### src/isa_pkg.sv
`default_nettype none

package isa_pkg;

    // --------------------
    // Word and address widths
    localparam int unsigned NB_INST = 32;
    localparam int unsigned NB_ADDR = 32;

    // One instruction word
    typedef logic [NB_INST-1:0] inst_t;

    // One byte address, PC included
    typedef logic [NB_ADDR-1:0] addr_t;

    // --------------------
    // Redirect source for the next PC
    typedef enum logic [1:0] {
        PC_SRC_REG    = 2'b00,
        PC_SRC_BRANCH = 2'b01,
        PC_SRC_JUMP   = 2'b10
    } pc_src_e;

    // Byte distance between two instructions
    localparam addr_t PC_STEP = 32'd4;

endpackage

`default_nettype wire

### src/bus_pkg.sv
`default_nettype none

package bus_pkg;

    // --------------------
    // Wishbone word address
    localparam int unsigned NB_WB_ADDR = 16;

    typedef logic [NB_WB_ADDR-1:0] wb_addr_t;

    // --------------------
    // Masters sharing the memory port
    typedef enum logic {
        MST_LOADER = 1'b0,
        MST_FETCH  = 1'b1
    } master_e;

endpackage

`default_nettype wire

### src/wb_if.sv
`timescale 1ns/10ps
`default_nettype none

interface wb_if;

    // Request side
    logic              cyc;
    logic              stb;
    logic              we;
    bus_pkg::wb_addr_t adr;
    isa_pkg::inst_t    dat_w;

    // Response side
    isa_pkg::inst_t    dat_r;
    logic              ack;

    modport master (
        output cyc,
        output stb,
        output we,
        output adr,
        output dat_w,
        input  dat_r,
        input  ack
    );

    // Mirror of the master view
    modport slave (
        input  cyc,
        input  stb,
        input  we,
        input  adr,
        input  dat_w,
        output dat_r,
        output ack
    );

endinterface

`default_nettype wire

### src/imem_arbiter.sv
`timescale 1ns/10ps
`default_nettype none

module imem_arbiter (
    input wire logic i_clk,
    input wire logic i_rst_n,
    wb_if.slave      fetch_bus,
    wb_if.slave      load_bus,
    wb_if.master     mem_bus
);

    bus_pkg::master_e owner_q;
    bus_pkg::master_e grant;
    logic             busy_q;
    logic             to_loader;

    // --------------------
    // Grant selection
    // Loader first when no cycle is owned
    always_comb begin
        if (busy_q) begin
            grant = owner_q;
        end else if (load_bus.cyc) begin
            grant = bus_pkg::MST_LOADER;
        end else begin
            grant = bus_pkg::MST_FETCH;
        end
    end

    assign to_loader = (grant == bus_pkg::MST_LOADER);

    // Owner latched on the first request cycle, dropped on ack
    always_ff @(posedge i_clk) begin
        if (!i_rst_n) begin
            busy_q  <= 1'b0;
            owner_q <= bus_pkg::MST_FETCH;
        end else if (busy_q) begin
            if (!mem_bus.cyc || mem_bus.ack) begin
                busy_q <= 1'b0;
            end
        end else if (mem_bus.cyc && mem_bus.stb) begin
            busy_q  <= 1'b1;
            owner_q <= grant;
        end
    end

    // --------------------
    // Request path to memory
    assign mem_bus.cyc   = to_loader ? load_bus.cyc   : fetch_bus.cyc;
    assign mem_bus.stb   = to_loader ? load_bus.stb   : fetch_bus.stb;
    assign mem_bus.we    = to_loader ? load_bus.we    : fetch_bus.we;
    assign mem_bus.adr   = to_loader ? load_bus.adr   : fetch_bus.adr;
    assign mem_bus.dat_w = to_loader ? load_bus.dat_w : fetch_bus.dat_w;

    // Response goes back to the owner only
    assign load_bus.ack    = to_loader && mem_bus.ack;
    assign fetch_bus.ack   = !to_loader && mem_bus.ack;
    assign load_bus.dat_r  = to_loader ? mem_bus.dat_r : '0;
    assign fetch_bus.dat_r = to_loader ? '0 : mem_bus.dat_r;

endmodule

`default_nettype wire

### src/flat_wrapper.sv
// flat-port wrapper written by rule: the top's interface ports become plain ports
module imem_arbiter_flat 
  (i_clk, i_rst_n, fetch_bus_cyc, fetch_bus_stb, fetch_bus_we, fetch_bus_adr, fetch_bus_dat_w, fetch_bus_dat_r, fetch_bus_ack, load_bus_cyc, load_bus_stb, load_bus_we, load_bus_adr, load_bus_dat_w, load_bus_dat_r, load_bus_ack, mem_bus_cyc, mem_bus_stb, mem_bus_we, mem_bus_adr, mem_bus_dat_w, mem_bus_dat_r, mem_bus_ack);
  wb_if fetch_bus_i ();
  wb_if load_bus_i ();
  wb_if mem_bus_i ();
  input wire logic i_clk;
  input wire logic i_rst_n;
  input wire logic [$bits(fetch_bus_i.cyc)-1:0] fetch_bus_cyc;
  input wire logic [$bits(fetch_bus_i.stb)-1:0] fetch_bus_stb;
  input wire logic [$bits(fetch_bus_i.we)-1:0] fetch_bus_we;
  input wire logic [$bits(fetch_bus_i.adr)-1:0] fetch_bus_adr;
  input wire logic [$bits(fetch_bus_i.dat_w)-1:0] fetch_bus_dat_w;
  output wire logic [$bits(fetch_bus_i.dat_r)-1:0] fetch_bus_dat_r;
  output wire logic [$bits(fetch_bus_i.ack)-1:0] fetch_bus_ack;
  input wire logic [$bits(load_bus_i.cyc)-1:0] load_bus_cyc;
  input wire logic [$bits(load_bus_i.stb)-1:0] load_bus_stb;
  input wire logic [$bits(load_bus_i.we)-1:0] load_bus_we;
  input wire logic [$bits(load_bus_i.adr)-1:0] load_bus_adr;
  input wire logic [$bits(load_bus_i.dat_w)-1:0] load_bus_dat_w;
  output wire logic [$bits(load_bus_i.dat_r)-1:0] load_bus_dat_r;
  output wire logic [$bits(load_bus_i.ack)-1:0] load_bus_ack;
  output wire logic [$bits(mem_bus_i.cyc)-1:0] mem_bus_cyc;
  output wire logic [$bits(mem_bus_i.stb)-1:0] mem_bus_stb;
  output wire logic [$bits(mem_bus_i.we)-1:0] mem_bus_we;
  output wire logic [$bits(mem_bus_i.adr)-1:0] mem_bus_adr;
  output wire logic [$bits(mem_bus_i.dat_w)-1:0] mem_bus_dat_w;
  input wire logic [$bits(mem_bus_i.dat_r)-1:0] mem_bus_dat_r;
  input wire logic [$bits(mem_bus_i.ack)-1:0] mem_bus_ack;
  assign fetch_bus_i.cyc = fetch_bus_cyc;
  assign fetch_bus_i.stb = fetch_bus_stb;
  assign fetch_bus_i.we = fetch_bus_we;
  assign fetch_bus_i.adr = fetch_bus_adr;
  assign fetch_bus_i.dat_w = fetch_bus_dat_w;
  assign fetch_bus_dat_r = fetch_bus_i.dat_r;
  assign fetch_bus_ack = fetch_bus_i.ack;
  assign load_bus_i.cyc = load_bus_cyc;
  assign load_bus_i.stb = load_bus_stb;
  assign load_bus_i.we = load_bus_we;
  assign load_bus_i.adr = load_bus_adr;
  assign load_bus_i.dat_w = load_bus_dat_w;
  assign load_bus_dat_r = load_bus_i.dat_r;
  assign load_bus_ack = load_bus_i.ack;
  assign mem_bus_cyc = mem_bus_i.cyc;
  assign mem_bus_stb = mem_bus_i.stb;
  assign mem_bus_we = mem_bus_i.we;
  assign mem_bus_adr = mem_bus_i.adr;
  assign mem_bus_dat_w = mem_bus_i.dat_w;
  assign mem_bus_i.dat_r = mem_bus_dat_r;
  assign mem_bus_i.ack = mem_bus_ack;
  imem_arbiter u_core (.i_clk(i_clk), .i_rst_n(i_rst_n), .fetch_bus(fetch_bus_i), .load_bus(load_bus_i), .mem_bus(mem_bus_i));
endmodule
### config.mk
export PLATFORM = sky130hd
export DESIGN_NAME = imem_arbiter_flat
export DESIGN_NICKNAME = d
export VERILOG_FILES = /design/src/isa_pkg.sv /design/src/bus_pkg.sv /design/src/wb_if.sv /design/src/imem_arbiter.sv /design/src/flat_wrapper.sv
export SDC_FILE = /design/constraint.sdc
export NUM_CORES = 1
export LEC_CHECK = 0
export ABC_AREA = 1
export BUFFER_PORTS_ARGS = -buffer_cell sky130_fd_sc_hd__buf_4
export CAP_MARGIN = 20
export CORE_AREA = 2 2 98 100
export CTS_CLUSTER_SIZE = 40
export DETAILED_ROUTE_END_ITERATION = 12
export DIE_AREA = 0 0 100 102
export GPL_TIMING_DRIVEN = 0
export HOLD_SLACK_MARGIN = 0.02
export PLACE_DENSITY_LB_ADDON = 0.25
export SLEW_MARGIN = 20
export SYNTH_ARGS = -nofsm -noshare
export SYNTH_HDL_FRONTEND = slang
export SYNTH_SLANG_ARGS = --single-unit
### constraint.sdc
create_clock -name i_clk -period 2.8 [get_ports i_clk]
set_input_delay 0.28 -clock i_clk [delete_from_list [all_inputs] [get_ports i_clk]]
set_output_delay 0.28 -clock i_clk [all_outputs]
set_load 0.02 [all_outputs]
======== Yosys cells after proc, flatten, opt, wreduce, memory -nomap -nowiden ========
Index checks and enable logic that the tools add are counted.
word-level totals
  flip-flop bits (word level) ............. 2
  input port bits ......................... 137
  output and inout bits ................... 117
  word-level logic and storage cells ...... 22
cells by class
  multiplexer cells ....................... 12
  bitwise logic cells ..................... 2
  reductions and logical operators ........ 6
operators by type and width
  kind                 number
  2-to-1 mux 32 bit    3
  2-to-1 mux 16 bit    1
  2-to-1 mux 1 bit     8
  logical AND 1 bit    3
  inverter 1 bit       2
  AND reduction 2 bit  1
  logical NOT 1 bit    1
  logical OR 1 bit     1

======== Logic depth before layout (Yosys ltp) ========
  depth in word-level cells ............... 7
  depth in mapped cells ................... 8
  gate-level depth less buffers ........... 8

======== Worst setup path after synthesis ========
OpenSTA, ideal clock, no wires.
  path kind ............................... register to output
  start point ............................. register u_core.busy_q
  end point ............................... output load_bus_dat_r[11]
  arrival ................................. 1138 ps
  required time ........................... 2520 ps
  slack ................................... 1382 ps
  cell stages (with the launch flop) ...... 7
  buffers on the path ..................... 2
  cells stage by stage .................... dfxtp_1 inv_2 nand2_2 nand2_4 buf_6 buf_6 nor2_1
on the way
  longest elaborated chain between the ends .. 2
ends and longest elaborated chain
  item                      line                text
  start: declaration        imem_arbiter.sv:14  logic busy_q;
  start signal: assignment  imem_arbiter.sv:35  busy_q <= 1'b0;
  start signal: assignment  imem_arbiter.sv:39  busy_q <= 1'b0;
  start signal: assignment  imem_arbiter.sv:42  busy_q <= 1'b1;
  2-to-1 mux 1 bit          imem_arbiter.sv:21  if (busy_q) begin
  2-to-1 mux 32 bit         imem_arbiter.sv:58  assign load_bus.dat_r = to_loader ? mem_bus.dat_r : '0;
  end: declaration          flat_wrapper.sv:21  output wire logic [$bits(load_bus_i.dat_r)-1:0] load_bus_dat_r;
Every way passes these cells.

======== Final worst setup path ========
  start point ............................. register u_core.busy_q
  end point ............................... output mem_bus_adr[3]
on the way
  longest elaborated chain between the ends .. 2
ends and longest elaborated chain
  item               line                text
  2-to-1 mux 1 bit   imem_arbiter.sv:21
  2-to-1 mux 16 bit  imem_arbiter.sv:52  assign mem_bus.adr = to_loader ? load_bus.adr : fetch_bus.adr;
  end: declaration   flat_wrapper.sv:26  output wire logic [$bits(mem_bus_i.adr)-1:0] mem_bus_adr;
Every way passes these cells.

==> impl_metrics.env <==
export IMPL_final_hold_viol_count=0
export IMPL_synthTopCellsByArea="nand2_1 (44%), nor2_1 (13%), inv_1 (10%), nor2_4 (8.6%), buf_6 (6.9%)"
export IMPL_ys_async_sr_fraction_pct=0
export IMPL_worst_pin_slew_ps=235
export IMPL_routed_via_density=3.86
export IMPL_place_area_sq_um=3350
export IMPL_yosysTopAreaCell="nand2_1"
export IMPL_ys_seq_area_share_pct=3.06
export IMPL_cts_buffer_depth=2
export IMPL_maxSlewHeadroom_pct=84.3
export IMPL_boundaryPins=254
export IMPL_cts_hold_buffers=0
export IMPL_arrival_ps=1520
export IMPL_dr_pass1_iters=4
export IMPL_gp_congestion=0.785
export IMPL_p_leak_nw=2.17
export IMPL_portBuffers=253
export IMPL_setup_viol=0
export IMPL_finalCritPeriodShare_pct=64.4
export IMPL_clk_pin_slew_ps=30
export IMPL_drive_above_1_share_pct=55.2
export IMPL_p_total_mw=1.22
export IMPL_critPathCaptureType="output port"
export IMPL_max_freq_mhz=555
export IMPL_post_cts_buffers=0
export IMPL_ant_nets=0
export IMPL_grt_max_degree=11
export IMPL_die_area_sq_um=10200
export IMPL_layout_nets=681
export IMPL_netlist_instances=286
export IMPL_grt_first_pass_wirelength_um=10200
export IMPL_maxCapViolations=0
export IMPL_post_dp_hpwl_um=6160
export IMPL_path_max_fanout=10
export IMPL_die_w_um=100
export IMPL_grt_pass1_vias=2246
export IMPL_antenna_found_initial=0
export IMPL_pre_cts_slack_ps=1170
export IMPL_clock_sinks=2
export IMPL_synth_most_common_cell="nand2_1"
export IMPL_route_detailed_drc=0
export IMPL_path_class="reg2out"
export IMPL_cts_root_buf="clkbuf_8"
export IMPL_drt_total_wl_um=7170
export IMPL_synth_edf_count=0
export IMPL_numCtsBuffers=3
export IMPL_min_period_ps=1800
export IMPL_syn_area_per_cell_sq_um=4.58
export IMPL_fill_cells=1002
export IMPL_post_cts_resized=0
export IMPL_overflow=0
export IMPL_antennaDiodeCount=0
export IMPL_rsz0062_at_grt="no"
export IMPL_cts_tree="built"
export IMPL_synth_cell_types=16
export IMPL_clock_skew_ps=3.56
export IMPL_design_area_sq_um=3390
export IMPL_synth_nets=423
export IMPL_start_util_pct=14.4
export IMPL_ys_seq_elements=2
export IMPL_area_delta_synth_final_pct=159
export IMPL_crit_required_ps=2520
export IMPL_yosys_warnings=0
export IMPL_netlist_top_cells_count="nand2_1 (153), nor2_1 (46), inv_1 (35)"
export IMPL_dr_total_vias=2518
export IMPL_core_area_sq_um=9110
export IMPL_crit_path_start_kind="flip-flop"
export IMPL_fin_ws_ps=997
export IMPL_peakVddDrop_mv=0.219
export IMPL_wl_per_cell_um=11.0
export IMPL_drv_slew=0
export IMPL_min_delay_path_class="in2reg"
export IMPL_rows=35
export IMPL_post_route_util_pct=37.2
export IMPL_outcome="finished, final reports clean"
export IMPL_powerDensity_nw_per_um2=360
export IMPL_synth_area_sq_um=1310
export IMPL_drt_iter0_drc=53
export IMPL_clk_latency_ps=210
export IMPL_htreeDepth=1
export IMPL_synthFlopType="dfxtp_1"
export IMPL_fin_tns_setup_ps=0
export IMPL_gr_usage_all_layers_pct=12.0
export IMPL_synth_top_area_share_pct=43.8
export IMPL_die_y_um=102
-- metal layers --
layer	vias to the layer above	track usage (%)	routed length (um)	part of all wire, %
met5	-	0	0	0
met4	0	1.69	57	0.79
met3	6	2.19	613	8.5
met2	127	23.3	3880	54
met1	1058	13.9	2610	36
li1	1327	-	-	-
-- metrics by stage --
stage | instances | hold slack (ps)
finish | 653 | 273
global route | 653 | 288
CTS | 653 | 272
detailed placement | 650 | 491
global placement | 650 | 489
floorplan | 286 | 365
-- final timing paths --
check,cells past startpoint,from,endpoint,slack (ps)
hold / removal,2,i_rst_n,u_core.owner_q,270
setup reg to reg,7,u_core.busy_q,u_core.owner_q,1710
setup / recovery,8,u_core.busy_q,mem_bus_adr[3],1000
hold reg to reg,2,u_core.owner_q,u_core.owner_q,490
-- critical path, cell delays in order (launching register included) --
cell and delay [ps]:
dfxtp_1 380, inv_2 80, nand2_2 100, nand2_4 70
inv_4 120, buf_2 270, nand2_1 80, nand2_1 70
buf_4 140
-- placed cells by master, fill, tap and decap left out, drive strengths merged --
cell,netlist,layout
a21boi,1,1
buf,17,270
clkbuf,0,3
dfxtp,2,2
inv,37,37
nand2,157,157
nand3,5,5
nand4,1,1
nor2,66,66
-- where the power goes --
part	total (mW)	switching (mW)	internal, mW
sequential	0.0356	0.00345	0.0322
clock	0.113	0.0219	0.0908
combinational	1.07	0.590	0.480
total	1.22	0.616	0.603
-- final cells by class --
| type | instances | area, sq um | area share [%] |
|---|---|---|---|
| Buffer | 17 | 138 | 4.06 |
| Clock buffer | 3 | 41.3 | 1.22 |
| Inverter | 37 | 141 | 4.17 |
| Multi-Input combinational cell | 230 | 991 | 29.2 |
| Sequential cell | 2 | 40.0 | 1.18 |
| Tap cell | 111 | 139 | 4.10 |
| Timing Repair Buffer | 253 | 1900 | 56.0 |
-- cell families after synthesis --
| logic type | Yosys count | synth area share [%] |
|---|---|---|
| flip-flops | 2 | 3.06 |
| AND/OR/NAND/NOR | 229 | 75.1 |
| AO/OA/AOI/OAI | 1 | 0.573 |
| buffers and inverters | 54 | 21.3 |
-- state kept, by name, summed over array words and instances (netlist names) --
name            cells
u_core.busy_q       1
u_core.owner_q      1
No activity file was read; power rests on OpenSTA's default activity.
