[src/isa_pkg.sv]
`default_nettype none

package isa_pkg;

    // --------------------
    // Word and address widths
    localparam int unsigned NB_INST = 32;
    localparam int unsigned NB_ADDR = 32;

    // One instruction word
    typedef logic [NB_INST-1:0] inst_t;

    // One byte address, PC included
    typedef logic [NB_ADDR-1:0] addr_t;

    // --------------------
    // Redirect source for the next PC
    typedef enum logic [1:0] {
        PC_SRC_REG    = 2'b00,
        PC_SRC_BRANCH = 2'b01,
        PC_SRC_JUMP   = 2'b10
    } pc_src_e;

    // Byte distance between two instructions
    localparam addr_t PC_STEP = 32'd4;

endpackage

`default_nettype wire

[src/bus_pkg.sv]
`default_nettype none

package bus_pkg;

    // --------------------
    // Wishbone word address
    localparam int unsigned NB_WB_ADDR = 16;

    typedef logic [NB_WB_ADDR-1:0] wb_addr_t;

    // --------------------
    // Masters sharing the memory port
    typedef enum logic {
        MST_LOADER = 1'b0,
        MST_FETCH  = 1'b1
    } master_e;

endpackage

`default_nettype wire

[src/wb_if.sv]
`timescale 1ns/10ps
`default_nettype none

interface wb_if;

    // Request side
    logic              cyc;
    logic              stb;
    logic              we;
    bus_pkg::wb_addr_t adr;
    isa_pkg::inst_t    dat_w;

    // Response side
    isa_pkg::inst_t    dat_r;
    logic              ack;

    modport master (
        output cyc,
        output stb,
        output we,
        output adr,
        output dat_w,
        input  dat_r,
        input  ack
    );

    // Mirror of the master view
    modport slave (
        input  cyc,
        input  stb,
        input  we,
        input  adr,
        input  dat_w,
        output dat_r,
        output ack
    );

endinterface

`default_nettype wire

[src/fetch_unit.sv]
`timescale 1ns/10ps
`default_nettype none

module fetch_unit #(
    parameter int unsigned MEM_WORDS = 256
) (
    input  wire logic             i_clk,
    input  wire logic             i_rst_n,
    input  wire logic             i_debug_mode,
    input  wire logic             i_stall,
    input  wire logic             i_jump_or_branch,
    input  wire isa_pkg::pc_src_e i_pc_src,
    input  wire isa_pkg::addr_t   i_addr_register,
    input  wire isa_pkg::addr_t   i_addr_branch,
    input  wire isa_pkg::addr_t   i_addr_jump,
    output isa_pkg::inst_t        o_instruction,
    output isa_pkg::addr_t        o_pc,
    output isa_pkg::addr_t        o_next_pc,
    output logic                  o_inst_valid,
    wb_if.master                  bus
);

    localparam int unsigned NB_IDX = $clog2(MEM_WORDS);

    isa_pkg::addr_t pc_q;
    isa_pkg::addr_t seq_pc;
    isa_pkg::addr_t redirect_pc;
    isa_pkg::addr_t next_pc;
    isa_pkg::inst_t inst_q;
    logic           inst_valid_q;
    logic           rd_busy_q;
    logic           rd_done;
    logic           take;
    logic           start_rd;

    // --------------------
    // Next PC selection
    assign seq_pc = pc_q + isa_pkg::PC_STEP;

    // Code 11 is unused and falls back to the register target
    always_comb begin
        case (i_pc_src)
            isa_pkg::PC_SRC_BRANCH: redirect_pc = i_addr_branch;
            isa_pkg::PC_SRC_JUMP:   redirect_pc = i_addr_jump;
            default:                redirect_pc = i_addr_register;
        endcase
    end

    assign next_pc = i_jump_or_branch ? redirect_pc : seq_pc;

    // --------------------
    // Handshake with the decode side
    assign take    = inst_valid_q && !i_stall;
    assign rd_done = rd_busy_q && bus.ack;

    // Read when idle and empty, or in the same edge the held word leaves
    assign start_rd = !i_debug_mode && !rd_busy_q && (take || !inst_valid_q);

    always_ff @(posedge i_clk) begin
        if (!i_rst_n) begin
            pc_q         <= '0;
            inst_valid_q <= 1'b0;
            rd_busy_q    <= 1'b0;
        end else begin
            if (take) begin
                pc_q         <= next_pc;
                inst_valid_q <= 1'b0;
            end
            if (start_rd) begin
                rd_busy_q <= 1'b1;
            end
            // A read never completes while a word is held
            if (rd_done) begin
                rd_busy_q    <= 1'b0;
                inst_valid_q <= 1'b1;
            end
        end
    end

    // Captured word, held through stalls
    always_ff @(posedge i_clk) begin
        if (rd_done) begin
            inst_q <= bus.dat_r;
        end
    end

    // --------------------
    // Wishbone read master
    assign bus.cyc   = rd_busy_q;
    assign bus.stb   = rd_busy_q;
    assign bus.we    = 1'b0;
    assign bus.dat_w = '0;

    // Byte PC to word index, folded to the memory depth
    assign bus.adr = bus_pkg::wb_addr_t'(pc_q[NB_IDX+1:2]);

    assign o_instruction = inst_q;
    assign o_pc          = pc_q;
    assign o_next_pc     = seq_pc;
    assign o_inst_valid  = inst_valid_q;

endmodule

`default_nettype wire

[src/flat_wrapper.sv]
// flat-port wrapper written by rule: the top's interface ports become plain ports
module fetch_unit_flat 
#(
    parameter int unsigned MEM_WORDS = 256
)
  (i_clk, i_rst_n, i_debug_mode, i_stall, i_jump_or_branch, i_pc_src, i_addr_register, i_addr_branch, i_addr_jump, o_instruction, o_pc, o_next_pc, o_inst_valid, bus_cyc, bus_stb, bus_we, bus_adr, bus_dat_w, bus_dat_r, bus_ack);
  wb_if bus_i ();
  input  wire logic i_clk;
  input  wire logic i_rst_n;
  input  wire logic i_debug_mode;
  input  wire logic i_stall;
  input  wire logic i_jump_or_branch;
  input  wire isa_pkg::pc_src_e i_pc_src;
  input  wire isa_pkg::addr_t i_addr_register;
  input  wire isa_pkg::addr_t i_addr_branch;
  input  wire isa_pkg::addr_t i_addr_jump;
  output isa_pkg::inst_t o_instruction;
  output isa_pkg::addr_t o_pc;
  output isa_pkg::addr_t o_next_pc;
  output logic o_inst_valid;
  output wire logic [$bits(bus_i.cyc)-1:0] bus_cyc;
  output wire logic [$bits(bus_i.stb)-1:0] bus_stb;
  output wire logic [$bits(bus_i.we)-1:0] bus_we;
  output wire logic [$bits(bus_i.adr)-1:0] bus_adr;
  output wire logic [$bits(bus_i.dat_w)-1:0] bus_dat_w;
  input wire logic [$bits(bus_i.dat_r)-1:0] bus_dat_r;
  input wire logic [$bits(bus_i.ack)-1:0] bus_ack;
  assign bus_cyc = bus_i.cyc;
  assign bus_stb = bus_i.stb;
  assign bus_we = bus_i.we;
  assign bus_adr = bus_i.adr;
  assign bus_dat_w = bus_i.dat_w;
  assign bus_i.dat_r = bus_dat_r;
  assign bus_i.ack = bus_ack;
  fetch_unit #(.MEM_WORDS(MEM_WORDS)) u_core (.i_clk(i_clk), .i_rst_n(i_rst_n), .i_debug_mode(i_debug_mode), .i_stall(i_stall), .i_jump_or_branch(i_jump_or_branch), .i_pc_src(i_pc_src), .i_addr_register(i_addr_register), .i_addr_branch(i_addr_branch), .i_addr_jump(i_addr_jump), .o_instruction(o_instruction), .o_pc(o_pc), .o_next_pc(o_next_pc), .o_inst_valid(o_inst_valid), .bus(bus_i));
endmodule
[config.mk]
export PLATFORM = sky130hd
export DESIGN_NAME = fetch_unit_flat
export DESIGN_NICKNAME = d
export VERILOG_FILES = /design/src/isa_pkg.sv /design/src/bus_pkg.sv /design/src/wb_if.sv /design/src/fetch_unit.sv /design/src/flat_wrapper.sv
export SDC_FILE = /design/constraint.sdc
export NUM_CORES = 1
export LEC_CHECK = 0
export ABC_AREA = 1
export CORE_MARGIN = 1
export CORE_UTILIZATION = 35
export CTS_BUF_LIST = sky130_fd_sc_hd__clkbuf_16
export CTS_CLUSTER_SIZE = 16
export DETAILED_ROUTE_END_ITERATION = 8
export DONT_BUFFER_PORTS = 1
export SETUP_SLACK_MARGIN = 0.15
export SYNTH_ARGS = -nofsm -noshare
export SYNTH_HDL_FRONTEND = slang
export SYNTH_SLANG_ARGS = --single-unit
[constraint.sdc]
create_clock -name i_clk -period 1.61 [get_ports i_clk]
set_clock_uncertainty 0.2 [all_clocks]
set_input_delay 0.0805 -clock i_clk [delete_from_list [all_inputs] [get_ports i_clk]]
set_output_delay 0.0805 -clock i_clk [all_outputs]
set_load 0.01 [all_outputs]
After elaboration in Yosys (flattened, before gate mapping)
Index checks and enable logic that the tools add are counted.
Word-level totals
  register bits: 66
  latch bits: 0
  memory bits (writable): 0
  memory bits (read-only): 0
  input bits: 136
  word-level logic and storage cells: 23
  memories: 0
Operators by class
  add/subtract/negate cells: 1
  multiply operators: 0
  divide/modulo/power cells: 0
  magnitude comparators: 0
  eq/ne operators: 2
  shift operators: 0
  mux-type cells: 4
  bitwise operators: 1
  reductions and logical operators: 11
Operators by type and width (count)
  one-hot mux 32 bit (2 select lines): 1
  adder 32 x 3 -> 32 bit (second input constant): 1
  two-way mux 32 bit: 1
  logical AND 1 bit: 4
  zero test 1 bit: 4
  == test 2 x 1 -> 1 bit (second input constant): 1
  == test 2 bit (second input constant): 1
  two-way mux 1 bit: 2
  nonzero test 2 bit: 1
  OR reduction 2 bit: 1
  logical OR 1 bit: 1
  inverter 1 bit: 1

Logic depth before layout (Yosys ltp)
Gate-level depths: netlist of run 1.
  word-level depth: 4
  depth in mapped cells: 11
  gate-level depth less buffers: 10

Worst setup path after synthesis of run 1
OpenSTA, ideal clock, no wires.
  path kind: register -> register
  from: register u_core.pc_q[3], in the netlist u_core.o_pc[3]
  to: register u_core.pc_q[18], in the netlist u_core.o_pc[18]
  setup time: 70 ps
  data arrival time: 1488 ps
  required time: 1340 ps
  slack: -148 ps
  stages on the path, launching flop included: 9
  path buffers: 0
  period minus slack after synthesis: 1758 ps
  cells stage by stage: dfxtp_1 ha_1 inv_1 nor2_4 nand3_4 nor2_4 xor2_2 nand2_1 a21oi_1
Between the ends
  word-level cells in the longest chain between the ends: 2
Ends and longest elaborated chain
  start: declaration: RTL line fetch_unit.sv:25  | isa_pkg::addr_t pc_q;
  start signal: assignment: RTL line fetch_unit.sv:66  | pc_q <= next_pc;
  adder 32 x 3 -> 32 bit: RTL line fetch_unit.sv:38  | assign seq_pc = pc_q + isa_pkg::PC_STEP;
  net o_next_pc[18]: RTL line flat_wrapper.sv:19  | output isa_pkg::addr_t o_next_pc;
  two-way mux 32 bit: RTL line fetch_unit.sv:49  | assign next_pc = i_jump_or_branch ? redirect_pc : seq_pc;
The timed path passes the listed nets, and every way through them passes these cells.
A chain may end at the register's enable or synchronous reset.

Final worst setup path of run 1
  from: register u_core.pc_q[4], in the netlist u_core.o_pc[4]
  to: output port o_next_pc[19]
Between the ends
  word-level cells in the longest chain between the ends: 1
Ends and longest elaborated chain (RTL line)
  adder 32 x 3 -> 32 bit: fetch_unit.sv:38
  end: declaration: flat_wrapper.sv:19
No other way between the ends.

==> key figures, run 1 <==
Timing
  – Slew margin rel.: 59.2%
  – RSZ-0062 raised after global routing: yes
  – Endpoints failing hold: 0
  – Crit share post-route: 122%
  – Fin crit period: 1.96 ns
  – Final worst slack: -0.348 ns
  – Worst Tran Pin Value: 0.612 ns
  – Fmax: 511 MHz
  – Final Max Slew Viols: 0
  – Count of final setup violators: 43

Global routing
  – Initial antenna violation count: 0
  – First-pass GRT wire length: 25,200 um
  – Largest net degree at the start of global routing: 45
  – Total track usage: 25.6%
  – Vias in the first global route: 4,815
  – Total grt overflow: 0

Synth
  – #FFs+latches synth: 66
  – Primary FF master, synth: dfxtp_1
  – Cell count after synthesis: 593
  – Number of synthesized flops with an enable pin: 32
  – Area share of the largest cell type after synthesis: 21.6%
  – Synth area leader: edfxtp_1
  – Most numerous cell in the Yosys netlist: nand2_1
  – Mapped cell area: 4450 sq um
  – Synth warn: 0
  – Post-synthesis async set-or-reset flop share: 0%
  – Syn_area_per_cell: 7.50 sq um
  – Synth top area cells: edfxtp_1 22%, dfxtp_1 15%, nand2_1 12%
  – Most frequent cells after synthesis: 145 x nand2_1, 53 x buf_4, 51 x a21oi_1
  – Distinct cells, synth: 39
  – Register area share after synthesis: 36.9%

Critical path
  – Max stage delay on crit path: 0.39 ns
  – CP max-delay cell: dfxtp_4
  – CP max FO: 5
  – Worst path cell trace: nand2_4, nor2_4, buf_6, nand3_4, nor2_4, xor2_2, buf_4
  – CP required: 1.33 ns
  – CP top delay family: simple AND/OR/NAND/NOR gates
  – Buf/Inv on CP: 2
  – Worst EP arrival: 1.68 ns
  – Most common cell on crit path: nor2_4
  – CP startpoint kind: flip-flop
  – Worst Setup End Kind: primary output
  – CP Class: flip-flop to primary output

Run
  – MaxCap Viol Count: 0

Cells and area
  – Share of cells above drive strength 1: 31.8%
  – Layout Cells excl Fill: 947
  – # nets final: 913
  – Synth-to-Final Area Change: 58.2%
  – # fillers: 1,086
  – Ant. Diodes: 0

Die
  – Chip Width: 115 um
  – Rows: 40
  – Io pins: 284
  – Chip Height: 115 um
  – DIE AREA: 13,200 sq um
  – Starting density of the core: 36.4%
  – Total core area: 12,200 sq um

Clocking
  – CTS tree: done
  – Num CTS Buffers: 9
  – Worst skew pair latency: 0.34 ns
  – Reg clk slew, reported paths: 0.06 ns
  – CTS max path bufs: 2
  – H-tree levels: 3
  – TritonCTS Sinks: 66
  – CTS Root Cell: clkbuf_16

Power
  – P_leak: 2.92 nW
  – Final Power: 5.06 mW
  – Worst IR Drop VDD: 529 uV
  – PD cells: 718 nW/um^2

Hold path
  – Min-Delay Path Class: primary input to flip-flop

Routing
  – Drt first pass iters: 5
  – Detailed Route Iter0 Violations: 222
  – Total number of vias: 4,816
  – DRT Wirelength: 17,100 um
  – Via density per instance: 5.09
  – Antenna Nets Post-Route: 0
  – # DRC: 0
  – DR WL/cell: 18.0 um

Status
  – Outcome: finished, violations left
  – Violated checks: setup timing

Place
  – Port bufs: 0
  – Final HPWL DP: 11,600 um
  – Placed Instances: 801
  – GP Congestion: 0.886
state kept, by name (all words and copies together), names as in the netlist:
| signal | cells |
|---|---|
| u_core.o_instruction | 32 |
| u_core.o_pc | 32 |
| u_core.bus.cyc | 1 |
| u_core.o_inst_valid | 1 |
worst paths after layout:
path,slack [ns],from,cells past startpoint,endpoint
setup / recovery,-0.35,u_core.o_pc[4],7,o_next_pc[19]
setup reg to reg,-0.19,u_core.o_pc[3],10,u_core.o_pc[16]
hold reg to reg,0.41,u_core.bus.cyc,2,u_core.o_inst_valid
hold / removal,0.01,i_addr_jump[17],4,u_core.o_pc[17]
routing by layer:
layer	global-route usage, %	vias up	share of wire, %
li1	-	2223	-
met1	24.4	2228	34
met2	46.7	297	51
met3	8.96	68	9.7
met4	16.6	0	5.4
met5	0	-	0
what timing repair did:
action | in CTS | in global routing
endpoints found under the setup margin | 57 | 62
hold buffers | 109 | 1
pin swaps | 24 | 20
buffers inserted | 10 | 10
resized for setup | 61 | 49
endpoints found under the hold margin | 66 | 1
cells in the final DEF (no fill, tap or decap), types with 14 or more instances in the layout:
cell,count
a21oi_1,42
buf_4,78
buf_6,16
conb_1,41
dfxtp_2,16
dlygate4sd3_1,108
edfxtp_1,32
inv_1,32
nand2_1,119
nand2_2,29
nand3_1,32
nor2_1,35
nor2_4,14
o21ai_0,45
stage by stage:
step           cell area (sq um)  worst slack (ns)  hold WS (ns)  TNS (ns)  util, %
6_report                    7040            -0.348        0.0135     -8.80     57.6
5_1_grt                     7040            -0.432        0.0207    -12.83     57.6
4_1_cts                     6750            -0.330       0.00174     -9.67     55.2
3_5_place_dp                5020           -0.0507       -0.0206    -0.216     41.1
3_3_place_gp                5020           -0.0293       -0.0206   -0.0350     41.1
2_1_floorplan               4720            0.0371       -0.0206         0        -
power by group:
part           total, mW  internal, mW  switching (mW)
sequential          1.89          1.83          0.0641
combinational      0.919         0.429           0.490
clock               2.25          1.51           0.736
total               5.06          3.77            1.29
area by class of cell:
| type | instances | area, sq um | share of cell area (%) |
|---|---|---|---|
| multi-input cells | 452 | 2700 | 38.3 |
| repair buffers | 209 | 1960 | 27.8 |
| flip-flops and latches | 66 | 1680 | 23.9 |
| clock buffers | 9 | 225 | 3.20 |
| well taps | 168 | 210 | 2.99 |
| inverters | 36 | 144 | 2.04 |
| clock inverters | 7 | 118 | 1.67 |
cell families after synthesis:
| kind of cell | synth area share, % |
|---|---|
| and+or+nand+nor | 28.0 |
| xor gates and xnor gates | 4.33 |
| AOI/OAI and AO/OA | 15.3 |
| adders and majority gates | 0.844 |
| buffers and inverters | 14.5 |
| other | 0.0843 |
| DFF | 36.9 |
worst register-to-register path, cell delays in order, from the launching register on:
cell     delay (ns)
dfxtp_4        0.37
ha_4           0.15
inv_4          0.04
nor2_4         0.12
nand2_2        0.08
nor2_4         0.21
xor2_2         0.19
buf_4          0.13
buf_6          0.09
nand2_4        0.04
a21oi_2        0.11
Note: power is estimated with default switching activity, not from simulation.
==> run 2: changes to the inputs <==
==> constraint.sdc (replaced) <==
create_clock -name i_clk -period 1.61 [get_ports i_clk]
set_clock_uncertainty 0.2 [all_clocks]
set_input_delay 0.161 -clock i_clk [delete_from_list [all_inputs] [get_ports i_clk]]
set_output_delay 0.161 -clock i_clk [all_outputs]
set_load 0.01 [all_outputs]
==> key figures, run 2 (synthesis gave the netlist of run 1 again) <==
Cells and area
  – Synth-to-Final Area Change: 51.3%
  – Most common cell after layout, fill and taps aside: nand2_1
  – Most frequent cells in the layout: 132 x nand2_1, 80 x dlygate4sd3_1, 78 x buf_4
  – Layout Cells excl Fill: 923 (-2.5%)
  – Final instance area: 6730 sq um (-4.4%)
  – Ant. Diodes: 0 (unchanged)
  – # nets final: 889 (-2.6%)
  – Share of cells above drive strength 1: 31.7% (-0.18 points)

Clocking
  – H-tree levels: 3 (unchanged)
  – Num CTS Buffers: 9 (unchanged)
  – CTS max path bufs: 2 (unchanged)
  – CTS tree: done
  – CTS Root Cell: clkbuf_16
  – TritonCTS Sinks: 66 (unchanged)
  – Worst skew pair latency: 0.34 ns (about the same)
  – Reg clk slew, reported paths: 0.06 ns (about the same)

Status
  – Violated checks: setup timing
  – Outcome: finished, violations left

Power
  – Comb pwr share: 17.1% (-1.1 points)
  – Int Pwr: 3.73 mW (-1.0%)
  – Net Sw Frac: 25.4% (-0.13 points)
  – Seq pwr share: 37.8% (+0.4 points)
  – Final Power: 5.00 mW (-1.2%)
  – Clock share of power: 45.1% (+0.7 points)
  – PD cells: 742 nW/um^2 (+3.3%)
  – Switch Pwr: 1.27 mW (-1.7%)
  – P_leak: 2.80 nW (-4.1%)
  – Worst IR Drop VDD: 355 uV (-33%)

Timing
  – Crit share post-route: 126% (+4.6 points)
  – Worst Tran Pin Value: 1.08 ns (+0.470 ns)
  – Slew margin rel.: 27.8% (-31 points)
  – Fmax: 492 MHz (-3.7%)
  – Final Max Slew Viols: 0 (unchanged)
  – Fin crit period: 2.03 ns (+0.0746 ns)
  – Endpoints failing hold: 0 (unchanged)
  – Final worst slack: -0.422 ns (-0.0746 ns)
  – RSZ-0062 raised after global routing: yes
  – Count of final setup violators: 44 (+2.3%)

Place
  – GP Congestion: 0.904 (+2.0%)
  – Final HPWL DP: 11,600 um (-0.57%)
  – Post-DP Area: 5040 sq um (+0.42%)
  – Port bufs: 0 (unchanged)
  – Placed Instances: 802 (+0.12%)

Die
  – Starting density of the core: 36.4% (unchanged)
  – Io pins: 284 (unchanged)
  – Chip Width: 115 um (unchanged)
  – Rows: 40 (unchanged)
  – Chip Height: 115 um (unchanged)
  – Total core area: 12,200 sq um (unchanged)
  – DIE AREA: 13,200 sq um (unchanged)

Routing
  – Total number of vias: 4,664 (-3.2%)
  – Detailed Route Iter0 Violations: 238 (+7.2%)
  – Drt first pass iters: 5 (unchanged)
  – Via density per instance: 5.05 (-0.64%)
  – Antenna Nets Post-Route: 0 (unchanged)
  – # DRC: 0 (unchanged)
  – DRT Wirelength: 16,800 um (-1.4%)
  – DR WL/cell: 18.2 um (+1.2%)

Critical path
  – Worst EP arrival: 1.67 ns (about the same)
  – Worst Setup End Kind: primary output
  – Max stage delay on crit path: 0.37 ns (-0.02 ns)
  – CP startpoint kind: flip-flop
  – Worst path cell trace: nand2_2, nor2_4, buf_6, buf_6, buf_4, xor2_2, buf_4
  – CP Class: flip-flop to primary output
  – CP top delay family: buffers and inverters
  – CP max FO: 4 (-1)
  – CP max-delay cell: dfxtp_4
  – CP required: 1.25 ns (-0.08 ns)
  – Buf/Inv on CP: 4 (+2)

Global routing
  – Largest net degree at the start of global routing: 33 (-27%)
  – Initial antenna violation count: 0 (unchanged)
  – Total track usage: 24.6% (-1.0 points)
  – Vias in the first global route: 4,421 (-8.2%)
  – Met1 Use GR: 24.9% (+0.46 points)
  – Total grt overflow: 0 (unchanged)
  – Met3 Use GR: 7.91% (-1.1 points)
  – Most Used Layer, Global Route: met2
  – Met2 GRT Util: 44.9% (-1.8 points)
  – First-pass GRT wire length: 23,900 um (-5.0%)

Run
  – MaxCap Viol Count: 0 (unchanged)

Hold path
  – Min-Delay Path Class: primary input to flip-flop
==> run 2: metrics by stage <==
stage	worst slack, ns	util [%]	hold slack [ns]	setup TNS, ns
floorplan	0.0358	-	0.0599	0
global placement	-0.0405	41.3	0.0599	-0.159
detailed placement	-0.0689	41.3	0.0599	-0.276
CTS	-0.402	52.9	0.00346	-11.85
global route	-0.499	55.1	0.0231	-15.38
finish	-0.422	55.1	0.00870	-10.95
==> run 2: layout make-up <==
cell class	count	area [sq um]
clock buffers	9	225
clock inverters	7	119
fillers	1105	5480
inverters	36	146
multi-input cells	452	2600
flip-flops and latches	66	1690
well taps	168	210
repair buffers	184	1740
repair inverters	1	5.00
==> run 2: what timing repair did <==
item | CTS | global route
hold buffers | 83 | 0
gates resized for setup | 41 | 40
setup buffers | 9 | 11
endpoints found under the hold margin | 68 | 0
cloned | 0 | 2
pin swaps | 17 | 19
setup endpoints to repair | 58 | 60
==> run 2: power groups by stage <==
stage	logic (mW)	registers (mW)	clock network [mW]
floorplan	0.482	1.94	0
global placement	0.579	1.92	0
detailed placement	0.588	1.92	0
CTS	0.794	1.89	2.29
global route	0.919	1.90	2.37
finish	0.852	1.89	2.25
==> run 2: final timing paths <==
kind	start	end	slack (ns)	cells past startpoint
max	u_core.o_pc[4]	o_next_pc[5]	-0.42	7
min	i_addr_register[12]	u_core.o_pc[12]	0.009	4
max reg2reg	u_core.o_pc[4]	u_core.o_pc[13]	-0.24	11
min reg2reg	u_core.bus.cyc	u_core.o_inst_valid	0.40	2
==> run 2: tightest hold or removal path, delay by kind of cell <==
family,cells,cell delay [ns]
buf+inv,1,0.07
compound gates,3,0.28
==> run 2: layer usage <==
metal / vias up / routed length, um
met5: - / 0
li1: 2180 / -
met2: 276 / 8660
met4: 0 / 585
met3: 42 / 1640
met1: 2166 / 5960
