==> src/isa_pkg.sv <==
`default_nettype none

package isa_pkg;

    // --------------------
    // Word and address widths
    localparam int unsigned NB_INST = 32;
    localparam int unsigned NB_ADDR = 32;

    // One instruction word
    typedef logic [NB_INST-1:0] inst_t;

    // One byte address, PC included
    typedef logic [NB_ADDR-1:0] addr_t;

    // --------------------
    // Redirect source for the next PC
    typedef enum logic [1:0] {
        PC_SRC_REG    = 2'b00,
        PC_SRC_BRANCH = 2'b01,
        PC_SRC_JUMP   = 2'b10
    } pc_src_e;

    // Byte distance between two instructions
    localparam addr_t PC_STEP = 32'd4;

endpackage

`default_nettype wire

==> src/bus_pkg.sv <==
`default_nettype none

package bus_pkg;

    // --------------------
    // Wishbone word address
    localparam int unsigned NB_WB_ADDR = 16;

    typedef logic [NB_WB_ADDR-1:0] wb_addr_t;

    // --------------------
    // Masters sharing the memory port
    typedef enum logic {
        MST_LOADER = 1'b0,
        MST_FETCH  = 1'b1
    } master_e;

endpackage

`default_nettype wire

==> src/wb_if.sv <==
`timescale 1ns/10ps
`default_nettype none

interface wb_if;

    // Request side
    logic              cyc;
    logic              stb;
    logic              we;
    bus_pkg::wb_addr_t adr;
    isa_pkg::inst_t    dat_w;

    // Response side
    isa_pkg::inst_t    dat_r;
    logic              ack;

    modport master (
        output cyc,
        output stb,
        output we,
        output adr,
        output dat_w,
        input  dat_r,
        input  ack
    );

    // Mirror of the master view
    modport slave (
        input  cyc,
        input  stb,
        input  we,
        input  adr,
        input  dat_w,
        output dat_r,
        output ack
    );

endinterface

`default_nettype wire

==> src/debug_loader.sv <==
`timescale 1ns/10ps
`default_nettype none

module debug_loader #(
    parameter int unsigned MEM_WORDS = 256
) (
    input  wire logic           i_clk,
    input  wire logic           i_rst_n,
    input  wire logic           i_load_valid,
    input  wire isa_pkg::addr_t i_load_addr,
    input  wire isa_pkg::inst_t i_load_data,
    output logic                o_load_ready,
    wb_if.master                bus
);

    localparam int unsigned NB_IDX = $clog2(MEM_WORDS);

    logic              ready_q;
    logic              accept;
    bus_pkg::wb_addr_t adr_q;
    isa_pkg::inst_t    dat_q;

    // --------------------
    // Load port side
    assign accept = i_load_valid && ready_q;

    // Ready stays low for the whole write
    always_ff @(posedge i_clk) begin
        if (!i_rst_n) begin
            ready_q <= 1'b1;
        end else if (accept) begin
            ready_q <= 1'b0;
        end else if (!ready_q && bus.ack) begin
            ready_q <= 1'b1;
        end
    end

    // Pair captured on acceptance, same folding as fetch
    always_ff @(posedge i_clk) begin
        if (accept) begin
            adr_q <= bus_pkg::wb_addr_t'(i_load_addr[NB_IDX+1:2]);
            dat_q <= i_load_data;
        end
    end

    // --------------------
    // Wishbone write master
    assign bus.cyc   = !ready_q;
    assign bus.stb   = !ready_q;
    assign bus.we    = !ready_q;
    assign bus.adr   = adr_q;
    assign bus.dat_w = dat_q;

    assign o_load_ready = ready_q;

endmodule

`default_nettype wire

==> src/flat_wrapper.sv <==
// flat-port wrapper written by rule: the top's interface ports become plain ports
module debug_loader_flat 
#(
    parameter int unsigned MEM_WORDS = 256
)
  (i_clk, i_rst_n, i_load_valid, i_load_addr, i_load_data, o_load_ready, bus_cyc, bus_stb, bus_we, bus_adr, bus_dat_w, bus_dat_r, bus_ack);
  wb_if bus_i ();
  input  wire logic i_clk;
  input  wire logic i_rst_n;
  input  wire logic i_load_valid;
  input  wire isa_pkg::addr_t i_load_addr;
  input  wire isa_pkg::inst_t i_load_data;
  output logic o_load_ready;
  output wire logic [$bits(bus_i.cyc)-1:0] bus_cyc;
  output wire logic [$bits(bus_i.stb)-1:0] bus_stb;
  output wire logic [$bits(bus_i.we)-1:0] bus_we;
  output wire logic [$bits(bus_i.adr)-1:0] bus_adr;
  output wire logic [$bits(bus_i.dat_w)-1:0] bus_dat_w;
  input wire logic [$bits(bus_i.dat_r)-1:0] bus_dat_r;
  input wire logic [$bits(bus_i.ack)-1:0] bus_ack;
  assign bus_cyc = bus_i.cyc;
  assign bus_stb = bus_i.stb;
  assign bus_we = bus_i.we;
  assign bus_adr = bus_i.adr;
  assign bus_dat_w = bus_i.dat_w;
  assign bus_i.dat_r = bus_dat_r;
  assign bus_i.ack = bus_ack;
  debug_loader #(.MEM_WORDS(MEM_WORDS)) u_core (.i_clk(i_clk), .i_rst_n(i_rst_n), .i_load_valid(i_load_valid), .i_load_addr(i_load_addr), .i_load_data(i_load_data), .o_load_ready(o_load_ready), .bus(bus_i));
endmodule
==> config.mk <==
export PLATFORM = sky130hd
export DESIGN_NAME = debug_loader_flat
export DESIGN_NICKNAME = d
export VERILOG_FILES = /design/src/isa_pkg.sv /design/src/bus_pkg.sv /design/src/wb_if.sv /design/src/debug_loader.sv /design/src/flat_wrapper.sv
export SDC_FILE = /design/constraint.sdc
export NUM_CORES = 1
export LEC_CHECK = 0
export ABC_AREA = 1
export BUFFER_PORTS_ARGS = -buffer_cell sky130_fd_sc_hd__buf_2
export CAP_MARGIN = 40
export CORE_UTILIZATION = 25
export DETAILED_ROUTE_END_ITERATION = 6
export GPL_TIMING_DRIVEN = 1
export SLEW_MARGIN = 20
export SYNTH_ARGS = -nofsm -noshare
export SYNTH_HDL_FRONTEND = slang
export SYNTH_SLANG_ARGS = --single-unit
==> constraint.sdc <==
create_clock -name i_clk -period 1.9 [get_ports i_clk]
set_input_delay 0.38 -clock i_clk [delete_from_list [all_inputs] [get_ports i_clk]]
set_output_delay 0.38 -clock i_clk [all_outputs]
set_load 0.02 [all_outputs]
# After elaboration in Yosys (flattened, before gate mapping)
# Index checks and enable logic that the tools add are counted.
# W data, S select, Z words.
dict set report totals {
  word_cells 9
  output_inout_bits 52
  reg_bits 41
}
dict set report op_classes {
  n_reduce_logical 4
  muxes 2
}
# operator n
set ops {}
lappend ops {{$logic_and A1 B1 Y1} 2}
lappend ops {{$mux W1} 2}
lappend ops {{$reduce_bool A2 Y1} 1}
lappend ops {{$logic_not A1 Y1} 1}

# Depth between registers and ports, before layout
# Gate-level depths: netlist of run 1.
dict set report logic_depth {
  depth_word 4
  depth_mapped 3
  depth_no_buf 3
}

# Worst setup path after synthesis of run 1
# OpenSTA, ideal clock, no wires.
dict set report synth_path {
  kind {flip-flop to flip-flop}
  from {reg u_core.ready_q, in the netlist u_core.o_load_ready}
  to {reg u_core.adr_q[0], in the netlist u_core.bus.adr[0], enable pin}
  path_stages_with_launch 3
  setup_slack_ns 0.159
  required_ns 1.505
  arrival_time_ns 1.346
  path_buffers 0
  cell_sequence {dfxtp_1 nand2_1 inv_1}
}
dict set report synth_via {
  elab_chain_len 1
}
# item line_no
set synth_lines {}
lappend synth_lines {{start: declaration} debug_loader.sv:18} ;# logic ready_q;
lappend synth_lines {{start signal: assignment} debug_loader.sv:30} ;# ready_q <= 1'b1;
lappend synth_lines {{start signal: assignment} debug_loader.sv:32} ;# ready_q <= 1'b0;
lappend synth_lines {{start signal: assignment} debug_loader.sv:34} ;# ready_q <= 1'b1;
lappend synth_lines {{$logic_and A1 B1 Y1} debug_loader.sv:25} ;# assign accept = i_load_valid && ready_q;
lappend synth_lines {{via u_core.accept} debug_loader.sv:19} ;# logic accept;
lappend synth_lines {{end signal: assignment} debug_loader.sv:41} ;# adr_q <= bus_pkg::wb_addr_t'(i_load_addr[NB_IDX+1:2]);
lappend synth_lines {{end: declaration} debug_loader.sv:20} ;# bus_pkg::wb_addr_t adr_q;
# The timed path passes the listed nets, and every way through them passes these cells.
# A chain may end at the register's enable or synchronous reset.

# Worst setup path in the final report of run 1
dict set report layout_path {
  from {reg u_core.ready_q, in the netlist u_core.o_load_ready}
  to {out bus_stb}
}
dict set report layout_via {
  elab_chain_len 1
}
# item line_no
set layout_lines {}
lappend layout_lines {{$logic_not A1 Y1} debug_loader.sv:49} ;# assign bus.stb = !ready_q;
lappend layout_lines {{end: declaration} flat_wrapper.sv:15} ;# output wire logic [$bits(bus_i.stb)-1:0] bus_stb;
# No other way between the ends.

==> metrics.cfg, run 1 <==
[power_and_ir_drop]
total_power_mw = 1.81
p_per_area_mw_per_mm2 = 950
p_leak_nw = 0.839
ir_drop_mv = 0.280

[clock_network]
h-tree-depth = 2
cts_tree = built
clk_pin_slew_ns = 0.08
clockRootBuffer = clkbuf_8
clk_path_buf_depth = 2
holdBufCountCts = 0
clock-sinks = 41
numCtsBuffers = 5
post_cts_buffers = 0
worstSkewPairLatency_ns = 0.28
post_cts_resized = 0

[drt]
routed_wl_um = 2400
drt-initial-drc-count = 10
drc_errors = 0
num_vias = 815
drt_pass1_iterations = 2
wire_per_inst_um = 10.7
ant_nets = 0
routed_via_density = 3.65

[worst_setup_path]
crit_arrival_ns = 0.89
path_max_fanout = 4
crit_required_ns = 1.52
crit_type = reg2out
setup.worst_path.end_class = primary output
cp-start-kind = flip-flop

[timing]
fmax_mhz = 785
period_needed_ns = 1.27
finalHoldViolCount = 0
rsz0062_at_grt = no
setup_viol = 0
timing.final.ws_setup_ns = 0.627
finClkSkew_ns = 0.00501
fin_setup_tns_ns = 0
finalCritPeriodShare = 0.670
drv_slew = 0

[grt]
grtUsageTotal = 0.0851
grt_pass1_wl_um = 3390
antenna_found_initial = 0
grt_max_degree = 22
grt_pass1_vias = 745
grt_overflow = 0

[min_path]
worstHoldPathType = in2reg

[finish]
fin_area_mm2 = 0.00191
num-fill-cells = 516
area_delta_synth_final_pct = 42.7
drive_gt1_frac = 0.641
fin_util = 0.371
regArea_mm2 = 0.00122
diodes = 0
fin_nets = 252
multi_input_area_um2 = 53.8

[floorplan]
fp-row-count = 26
die-height_um = 75.1
io_pins = 152
die_area_mm2 = 0.00564
die_x_um = 75.1
core-area_mm2 = 0.00514
start_util = 0.260

[flow_run]
cap_violations = 0

[run_status]
outcome = completed

[synthesis]
synthTopCellsByArea = edfxtp_1 90%, buf_4 5.6%, dfxtp_1 1.5%
synth_top_cell_area_share = 0.900
ys_types = 9
syn_avg_cell_area_um2 = 22.6
synth.yosys.seq_area_share = 0.915
yosysWarnings = 0
synthCells = 59
ys_ff_latch = 41
synth_top_cell_by_area = edfxtp_1
syn_area_mm2 = 0.00134

[placement]
gp_congestion = 0.602
io_buffer_count = 87
placed_area_mm2 = 0.00182
place_ws_ns = 0.713
hpwl_um = 1860

-- final timing paths --
| check | endpoint | depth (start not counted) | slack [ns] | from |
|---|---|---|---|---|
| worst max register to register | u_core.bus.adr[6] | 3 | 0.80 | u_core.o_load_ready |
| worst max-delay path | bus_stb | 2 | 0.63 | u_core.o_load_ready |
| worst min-delay path | u_core.bus.dat_w[25] | 1 | 0.27 | i_load_data[25] |
| worst min register to register | u_core.o_load_ready | 2 | 0.53 | u_core.o_load_ready |
-- logic make-up after synthesis --
group                  count (synthesis)  synth area share
DFF                                   41             0.915
buffers and inverters                 13            0.0647
other                                  1           0.00281
and+or+nand+nor                        4            0.0178
-- metrics by stage --
stage | hold slack (ns) | instances
after floorplan | 0.454 | 66
after CTS | 0.250 | 223
after detailed placement | 0.521 | 215
after global routing | 0.242 | 223
final | 0.267 | 223
after global placement | 0.512 | 215
-- metal layers --
layer  part of all wire  vias to the layer above  track usage
li1                   -                      381            -
met1               0.37                      374       0.0855
met2               0.50                       58        0.138
met3               0.13                        2       0.0562
met4             0.0054                        0       0.0377
met5                  0                        -            0
-- worst max-delay path: stages (launching register included) --
cell and delay (ns):
dfxtp_1 0.38, inv_2 0.07, buf_2 0.16
-- layout by cell type (no fill, tap or decap) --
cell / instances
buf_2: 87
clkbuf_8: 5
dfxtp_1: 1
edfxtp_1: 40
nand3_2: 1
clkinv_2: 1
inv_2: 1
nand2_2: 1
inv_1: 1
conb_1: 8
clkinv_1: 3
nand2_1: 2
buf_4: 2
-- cell usage after synthesis (all sizes together) --
cell / n
inv: 3
edfxtp: 40
buf: 10
nand2: 3
dfxtp: 1
nand3: 1
conb: 1
-- area by class of cell --
type,instances,share of cell area
Clock inverter,3,0.00657
Sequential cell,41,0.641
Inverter,3,0.00591
Clock buffer,5,0.0361
Timing Repair Buffer,89,0.236
Tap cell,70,0.0460
Multi-Input combinational cell,12,0.0282
-- sequential cells by signal (all words and copies together) (netlist names) --
signal,count
u_core.bus.dat_w,32
u_core.bus.adr,8
u_core.o_load_ready,1
-- power by group --
part,leakage (nW),internal [mW],switching [mW]
Clock,0.0430,0.247,0.277
Combinational,0.405,0.0737,0.144
Sequential,0.391,1.06,0.0120
Power figures use the tool's default switching activity.
==> run 2: changes to the inputs <==
--- a/config.mk
+++ b/config.mk
@@ -11,6 +11,7 @@
 export CORE_UTILIZATION = 25
 export DETAILED_ROUTE_END_ITERATION = 6
 export GPL_TIMING_DRIVEN = 1
+export PLACE_DENSITY = 0.65
 export SLEW_MARGIN = 20
 export SYNTH_ARGS = -nofsm -noshare
 export SYNTH_HDL_FRONTEND = slang
==> constraint.sdc (replaced) <==
create_clock -name i_clk -period 1.03 [get_ports i_clk]
set_input_delay 0.206 -clock i_clk [delete_from_list [all_inputs] [get_ports i_clk]]
set_output_delay 0.206 -clock i_clk [all_outputs]
set_load 0.02 [all_outputs]
==> run 2 against run 1 <==
The flow now finishes with violations (negative setup slack); register-to-register slack got worse by 0.81 ns; non-clock buffer count is 2 higher; core utilization up 5.1 points; critical path depth stayed put; clock skew grew 0.0010 ns; clock power grew 87%; routed wire length increased by 3.7%; worst hold slack lost 0.18 ns; first-iteration DRC count is 120% higher; largest power group unchanged; highest routed layer unchanged.
==> metrics.cfg, run 2 (synthesis results as in run 1) <==
[timing]
timing.final.ws_setup_ns = -0.0278  ; -0.654 ns
finalCritPeriodShare = 1.03
rsz0062_at_grt = yes
setup_viol = 21  ; +21
fin_hold_ws_ns = 0.0915  ; -0.176 ns
finalHoldViolCount = 0  ; unchanged
period_needed_ns = 1.06
finClkSkew_ns = 0.00605  ; +0.00104 ns
drv_slew = 0  ; unchanged
fmax_mhz = 945

[worst_setup_path]
crit_type = reg2out
path_cells = inv_4, buf_6
cpPeakStageDelay_ns = 0.37  ; about the same
worstRegToRegCells = 3  ; unchanged
r2r-end = u_core.bus.dat_w[27]
crit_arrival_ns = 0.85  ; -0.04 ns
cp-start-kind = flip-flop
crit_required_ns = 0.82  ; -0.70 ns
crit_slowest_cell = dfxtp_4
path_max_fanout = 4  ; unchanged
r2r-start = u_core.o_load_ready
rrSetupSlack_ns = -0.01  ; -0.81 ns
setup.worst_path.end_class = primary output

[placement]
io_buffer_count = 87  ; unchanged
hpwl_um = 1820  ; -2.0%
gp_congestion = 0.610  ; +1.2%

[clock_network]
numCtsBuffers = 5  ; unchanged
clk_pin_slew_ns = 0.08  ; about the same
h-tree-depth = 2  ; unchanged
cts_tree = built
worstSkewPairLatency_ns = 0.28  ; about the same
clk_path_buf_depth = 2  ; unchanged
clockRootBuffer = clkbuf_8
clock-sinks = 41  ; unchanged

[drt]
routed_wl_um = 2480  ; +3.7%
drc_errors = 0  ; unchanged
num_vias = 831  ; +2.0%
drt-initial-drc-count = 22  ; +12
wire_per_inst_um = 11.0  ; +2.8%
routed_via_density = 3.69  ; +1.1%
drt_pass1_iterations = 3  ; +1
ant_nets = 0  ; unchanged

[finish]
num-fill-cells = 501  ; -2.9%
area_delta_synth_final_pct = 62.3
layout_common_cells = 57 x buf_2, 40 x edfxtp_1, 30 x buf_6
drive_gt1_frac = 0.658  ; +0.0175
fin_nets = 254  ; +0.79%
layout_commonest_cell = buf_2
multi_input_area_um2 = 61.3  ; +14%
diodes = 0  ; unchanged
regArea_mm2 = 0.00122  ; +0.31%
largest_reg_flops = 32  ; unchanged

[grt]
grt_pass1_wl_um = 3420  ; +0.82%
grt_pass1_vias = 775  ; +4.0%
busiest_layer = met2
antenna_found_initial = 0  ; unchanged
use_met3 = 0.0522  ; -0.00402
grtUsageTotal = 0.0881  ; +0.00299
use_met1 = 0.0911  ; +0.00552
grt_max_degree = 22  ; unchanged
grt_util_met2 = 0.145  ; +0.00701
grt_overflow = 0  ; unchanged

[floorplan]
start_util = 0.260  ; unchanged
io_pins = 152  ; unchanged
fp-row-count = 26  ; unchanged
die_x_um = 75.1  ; unchanged
die-height_um = 75.1  ; unchanged
core-area_mm2 = 0.00514  ; unchanged
die_area_mm2 = 0.00564  ; unchanged

[flow_run]
cap_violations = 0  ; unchanged

[run_status]
outcome = finished with violations
violations = negative setup slack

[min_path]
worstHoldPathType = in2reg
worstHoldEndpoint = u_core.bus.dat_w[28]
holdPathStages = 1  ; unchanged
hold_start = i_load_data[28]

[power_and_ir_drop]
p_leak_nw = 0.923  ; +10%
p_per_area_mw_per_mm2 = 1620  ; +70%
ir_drop_mv = 0.854  ; +210%
total_power_mw = 3.50  ; +93%

## run 2: worst max-delay path: cells and delay by family (launching register included)
family | cells | cell delay [ns]
buffers and inverters | 2 | 0.20
flip-flops | 1 | 0.37
## run 2: layer usage
metal | vias up | part of all wire
li1 | 386 | -
met1 | 385 | 0.35
met2 | 58 | 0.54
met3 | 2 | 0.10
met4 | 0 | 0.0024
met5 | - | 0
## run 2: worst max-delay path by stage
stage	start	endpoint	slack [ns]	cells after the start
2_1_floorplan	u_core.o_load_ready	u_core.bus.adr[0]	-0.33	2
3_3_place_gp	u_core.o_load_ready	u_core.bus.dat_w[26]	0.05	3
3_5_place_dp	u_core.o_load_ready	u_core.bus.dat_w[3]	0.04	3
4_1_cts	u_core.o_load_ready	bus_stb	-0.04	2
5_1_grt	u_core.o_load_ready	bus_we	-0.07	2
6_report	u_core.o_load_ready	bus_we	-0.03	2
## run 2: stage by stage
step / utilization / worst slack [ns] / TNS, ns / cell area, um2 / instances
2_1_floorplan: - / -0.331 / -13.26 / 1380 / 66
3_3_place_gp: 0.363 / 0.0472 / 0 / 1860 / 215
3_5_place_dp: 0.363 / 0.0388 / 0 / 1860 / 215
4_1_cts: 0.389 / -0.0364 / -0.247 / 2000 / 224
5_1_grt: 0.422 / -0.0691 / -2.77 / 2170 / 225
6_report: 0.422 / -0.0278 / -0.254 / 2170 / 225
## run 2: repair_timing
| action | in CTS | in global routing |
|---|---|---|
| gates resized for setup | 15 | 47 |
| hold buffers | 0 | 0 |
| gates cloned | 0 | 1 |
| buffers inserted | 1 | 0 |
| hold endpoints to repair | 0 | 0 |
| setup endpoints to repair | 16 | 84 |
| pin swaps | 0 | 0 |
## run 2: layout make-up
type,instances,area share
tap,70,0.0404
multi-input combinational,12,0.0283
timing repair buffer,91,0.321
inverter,3,0.00808
sequential,41,0.565
clock buffer,8,0.0370
## run 2: power breakdown
part / internal (mW) / switching, mW
sequential: 1.95 / 0.0387
clock: 0.481 / 0.500
combinational: 0.250 / 0.280
==> run 3: changes to the inputs <==
--- a/config.mk
+++ b/config.mk
@@ -11,7 +11,6 @@
 export CORE_UTILIZATION = 25
 export DETAILED_ROUTE_END_ITERATION = 6
 export GPL_TIMING_DRIVEN = 1
-export PLACE_DENSITY = 0.65
 export SLEW_MARGIN = 20
 export SYNTH_ARGS = -nofsm -noshare
 export SYNTH_HDL_FRONTEND = slang
==> constraint.sdc (replaced) <==
create_clock -name i_clk -period 1.1 [get_ports i_clk]
set_input_delay 0.22 -clock i_clk [delete_from_list [all_inputs] [get_ports i_clk]]
set_output_delay 0.22 -clock i_clk [all_outputs]
set_load 0.02 [all_outputs]
==> run 3 against run 2 <==
The flow now finishes without violations; clock power fell by 11%; sequential share of layout area is 5.7 points higher; final area shrank 9.2%; sequential cell count is the same; global-route usage is 0.29 points lower; non-clock buffer count shrank 2; total power shrank 10%; cell count is 1.3% lower; first-iteration DRC count down 55%; largest power group unchanged.
==> metrics.cfg, run 3 (synthesis results as in run 1) <==
[grt]
grt_max_degree = 23  ; +4.5%
use_met3 = 0.0495  ; -0.00268
use_met1 = 0.0951  ; +0.00405
antenna_found_initial = 0  ; unchanged
grt_util_met2 = 0.132  ; -0.0130
grtUsageTotal = 0.0852  ; -0.00294
busiest_layer = met2
grt_pass1_vias = 712  ; -8.1%
grt_overflow = 0  ; unchanged
grt_pass1_wl_um = 3310  ; -3.4%

[finish]
fin_area_mm2 = 0.00197  ; -9.2%
drive_gt1_frac = 0.658  ; about the same
diodes = 0  ; unchanged
layout_common_cells = 83 x buf_2, 40 x edfxtp_1, 8 x conb_1
fin_util = 0.383  ; -0.0387
instances_no_fill = 222  ; -1.3%
largest_reg_flops = 32  ; unchanged
area_delta_synth_final_pct = 47.4
layout_commonest_cell = buf_2
fin_nets = 252  ; -0.79%

[clock_network]
clk_path_buf_depth = 2  ; unchanged
holdBufCountCts = 0  ; unchanged
h-tree-depth = 2  ; unchanged
clockRootBuffer = clkbuf_8
clock-sinks = 41  ; unchanged
clk_pin_slew_ns = 0.07  ; about the same
numCtsBuffers = 5  ; unchanged
cts_tree = built
post_cts_buffers = 0  ; -1
post_cts_resized = 3  ; -12
worstSkewPairLatency_ns = 0.28  ; about the same

[drt]
num_vias = 812  ; -2.3%
drt-initial-drc-count = 10  ; -55%
routed_via_density = 3.66  ; -0.97%
ant_nets = 0  ; unchanged
wire_per_inst_um = 10.8  ; -2.4%
drt_pass1_iterations = 2  ; -1
drc_errors = 0  ; unchanged
routed_wl_um = 2390  ; -3.7%

[power_and_ir_drop]
total_power_mw = 3.14  ; -10%
seqPwrFrac = 0.589  ; +0.021
p_int_mw = 2.41  ; -10%
p_sw_frac = 0.233  ; -0.000980
power.share.clock = 0.279  ; about the same
p_leak_nw = 0.850  ; -7.9%
ir_drop_mv = 0.757  ; -11%
p_per_area_mw_per_mm2 = 1600  ; -1.2%
p_sw_mw = 0.732  ; -11%
comb_power_share = 0.132  ; -0.019

[worst_setup_path]
path_cells = inv_4, buf_6
cpPeakStageDelay_ns = 0.39  ; +0.02 ns
cp-start-kind = flip-flop
crit_slowest_cell = dfxtp_4
crit_type = reg2out
setup.worst_path.end_class = primary output
path_max_fanout = 4  ; unchanged
crit_required_ns = 0.88  ; +0.06 ns
crit_arrival_ns = 0.85  ; about the same

[floorplan]
die_x_um = 75.1  ; unchanged
die_area_mm2 = 0.00564  ; unchanged
die-height_um = 75.1  ; unchanged
start_util = 0.260  ; unchanged
core-area_mm2 = 0.00514  ; unchanged
fp-row-count = 26  ; unchanged
io_pins = 152  ; unchanged

[timing]
fin_hold_ws_ns = 0.106  ; +0.0146 ns
rsz0062_at_grt = yes
drv_slew = 0  ; unchanged
timing.final.ws_setup_ns = 0.0312  ; +0.0590 ns
finalHoldViolCount = 0  ; unchanged
setup_viol = 0  ; -100%
finalCritPeriodShare = 0.972
period_needed_ns = 1.07
finClkSkew_ns = 0.00724  ; +0.00119 ns
fmax_mhz = 936
fin_setup_tns_ns = 0  ; +0.254 ns

[placement]
hpwl_um = 1850  ; +1.5%
io_buffer_count = 87  ; unchanged
placed_area_mm2 = 0.00186  ; unchanged
place_inst = 215  ; unchanged
gp_congestion = 0.597  ; -2.1%
place_ws_ns = 0.106  ; +0.0673 ns

[min_path]
worstHoldPathType = in2reg

[flow_run]
cap_violations = 0  ; unchanged

[run_status]
outcome = completed

-- run 3: cell count changes in the layout (fill, tap and decap cells not counted), sizes merged --
cell | before | now
buf | 90 | 89
clkbuf | 9 | 6
clkinv | 0 | 1
-- run 3: path summary, 6_finish.rpt --
check | startpoint | to | slack (ns) | cells past startpoint
hold / removal | i_load_data[14] | u_core.bus.dat_w[14] | 0.11 | 1
hold reg to reg | u_core.o_load_ready | u_core.o_load_ready | 0.54 | 2
setup / recovery | u_core.o_load_ready | bus_cyc | 0.03 | 2
setup reg to reg | u_core.o_load_ready | u_core.bus.dat_w[13] | 0.09 | 3
-- run 3: worst max-delay path, delay by kind of cell (launching register included) --
kind,cells,cell delay (ns)
DFF,1,0.39
buffers and inverters,2,0.17
-- run 3: routing by layer --
| metal | wire (um) | vias up |
|---|---|---|
| li1 | - | 380 |
| met1 | 979 | 367 |
| met2 | 1120 | 59 |
| met3 | 255 | 6 |
| met4 | 37 | 0 |
| met5 | 0 | - |
-- run 3: layout make-up --
class / instances / area [um2]
clock buffer: 6 / 72.6
clock inverter: 1 / 3.75
fill: 525 / 3170
inverter: 3 / 17.5
multi-input combinational: 12 / 61.3
sequential: 41 / 1220
tap: 70 / 87.6
timing repair buffer: 89 / 500
-- run 3: power by group through the flow --
stage / registers (mW) / clock network [mW] / logic, mW
3_5_place_dp: 1.89 / 0 / 0.406
6_report: 1.85 / 0.877 / 0.413
2_1_floorplan: 2.01 / 0 / 0.109
5_1_grt: 1.86 / 0.975 / 0.450
3_3_place_gp: 1.88 / 0 / 0.401
4_1_cts: 1.85 / 0.934 / 0.411
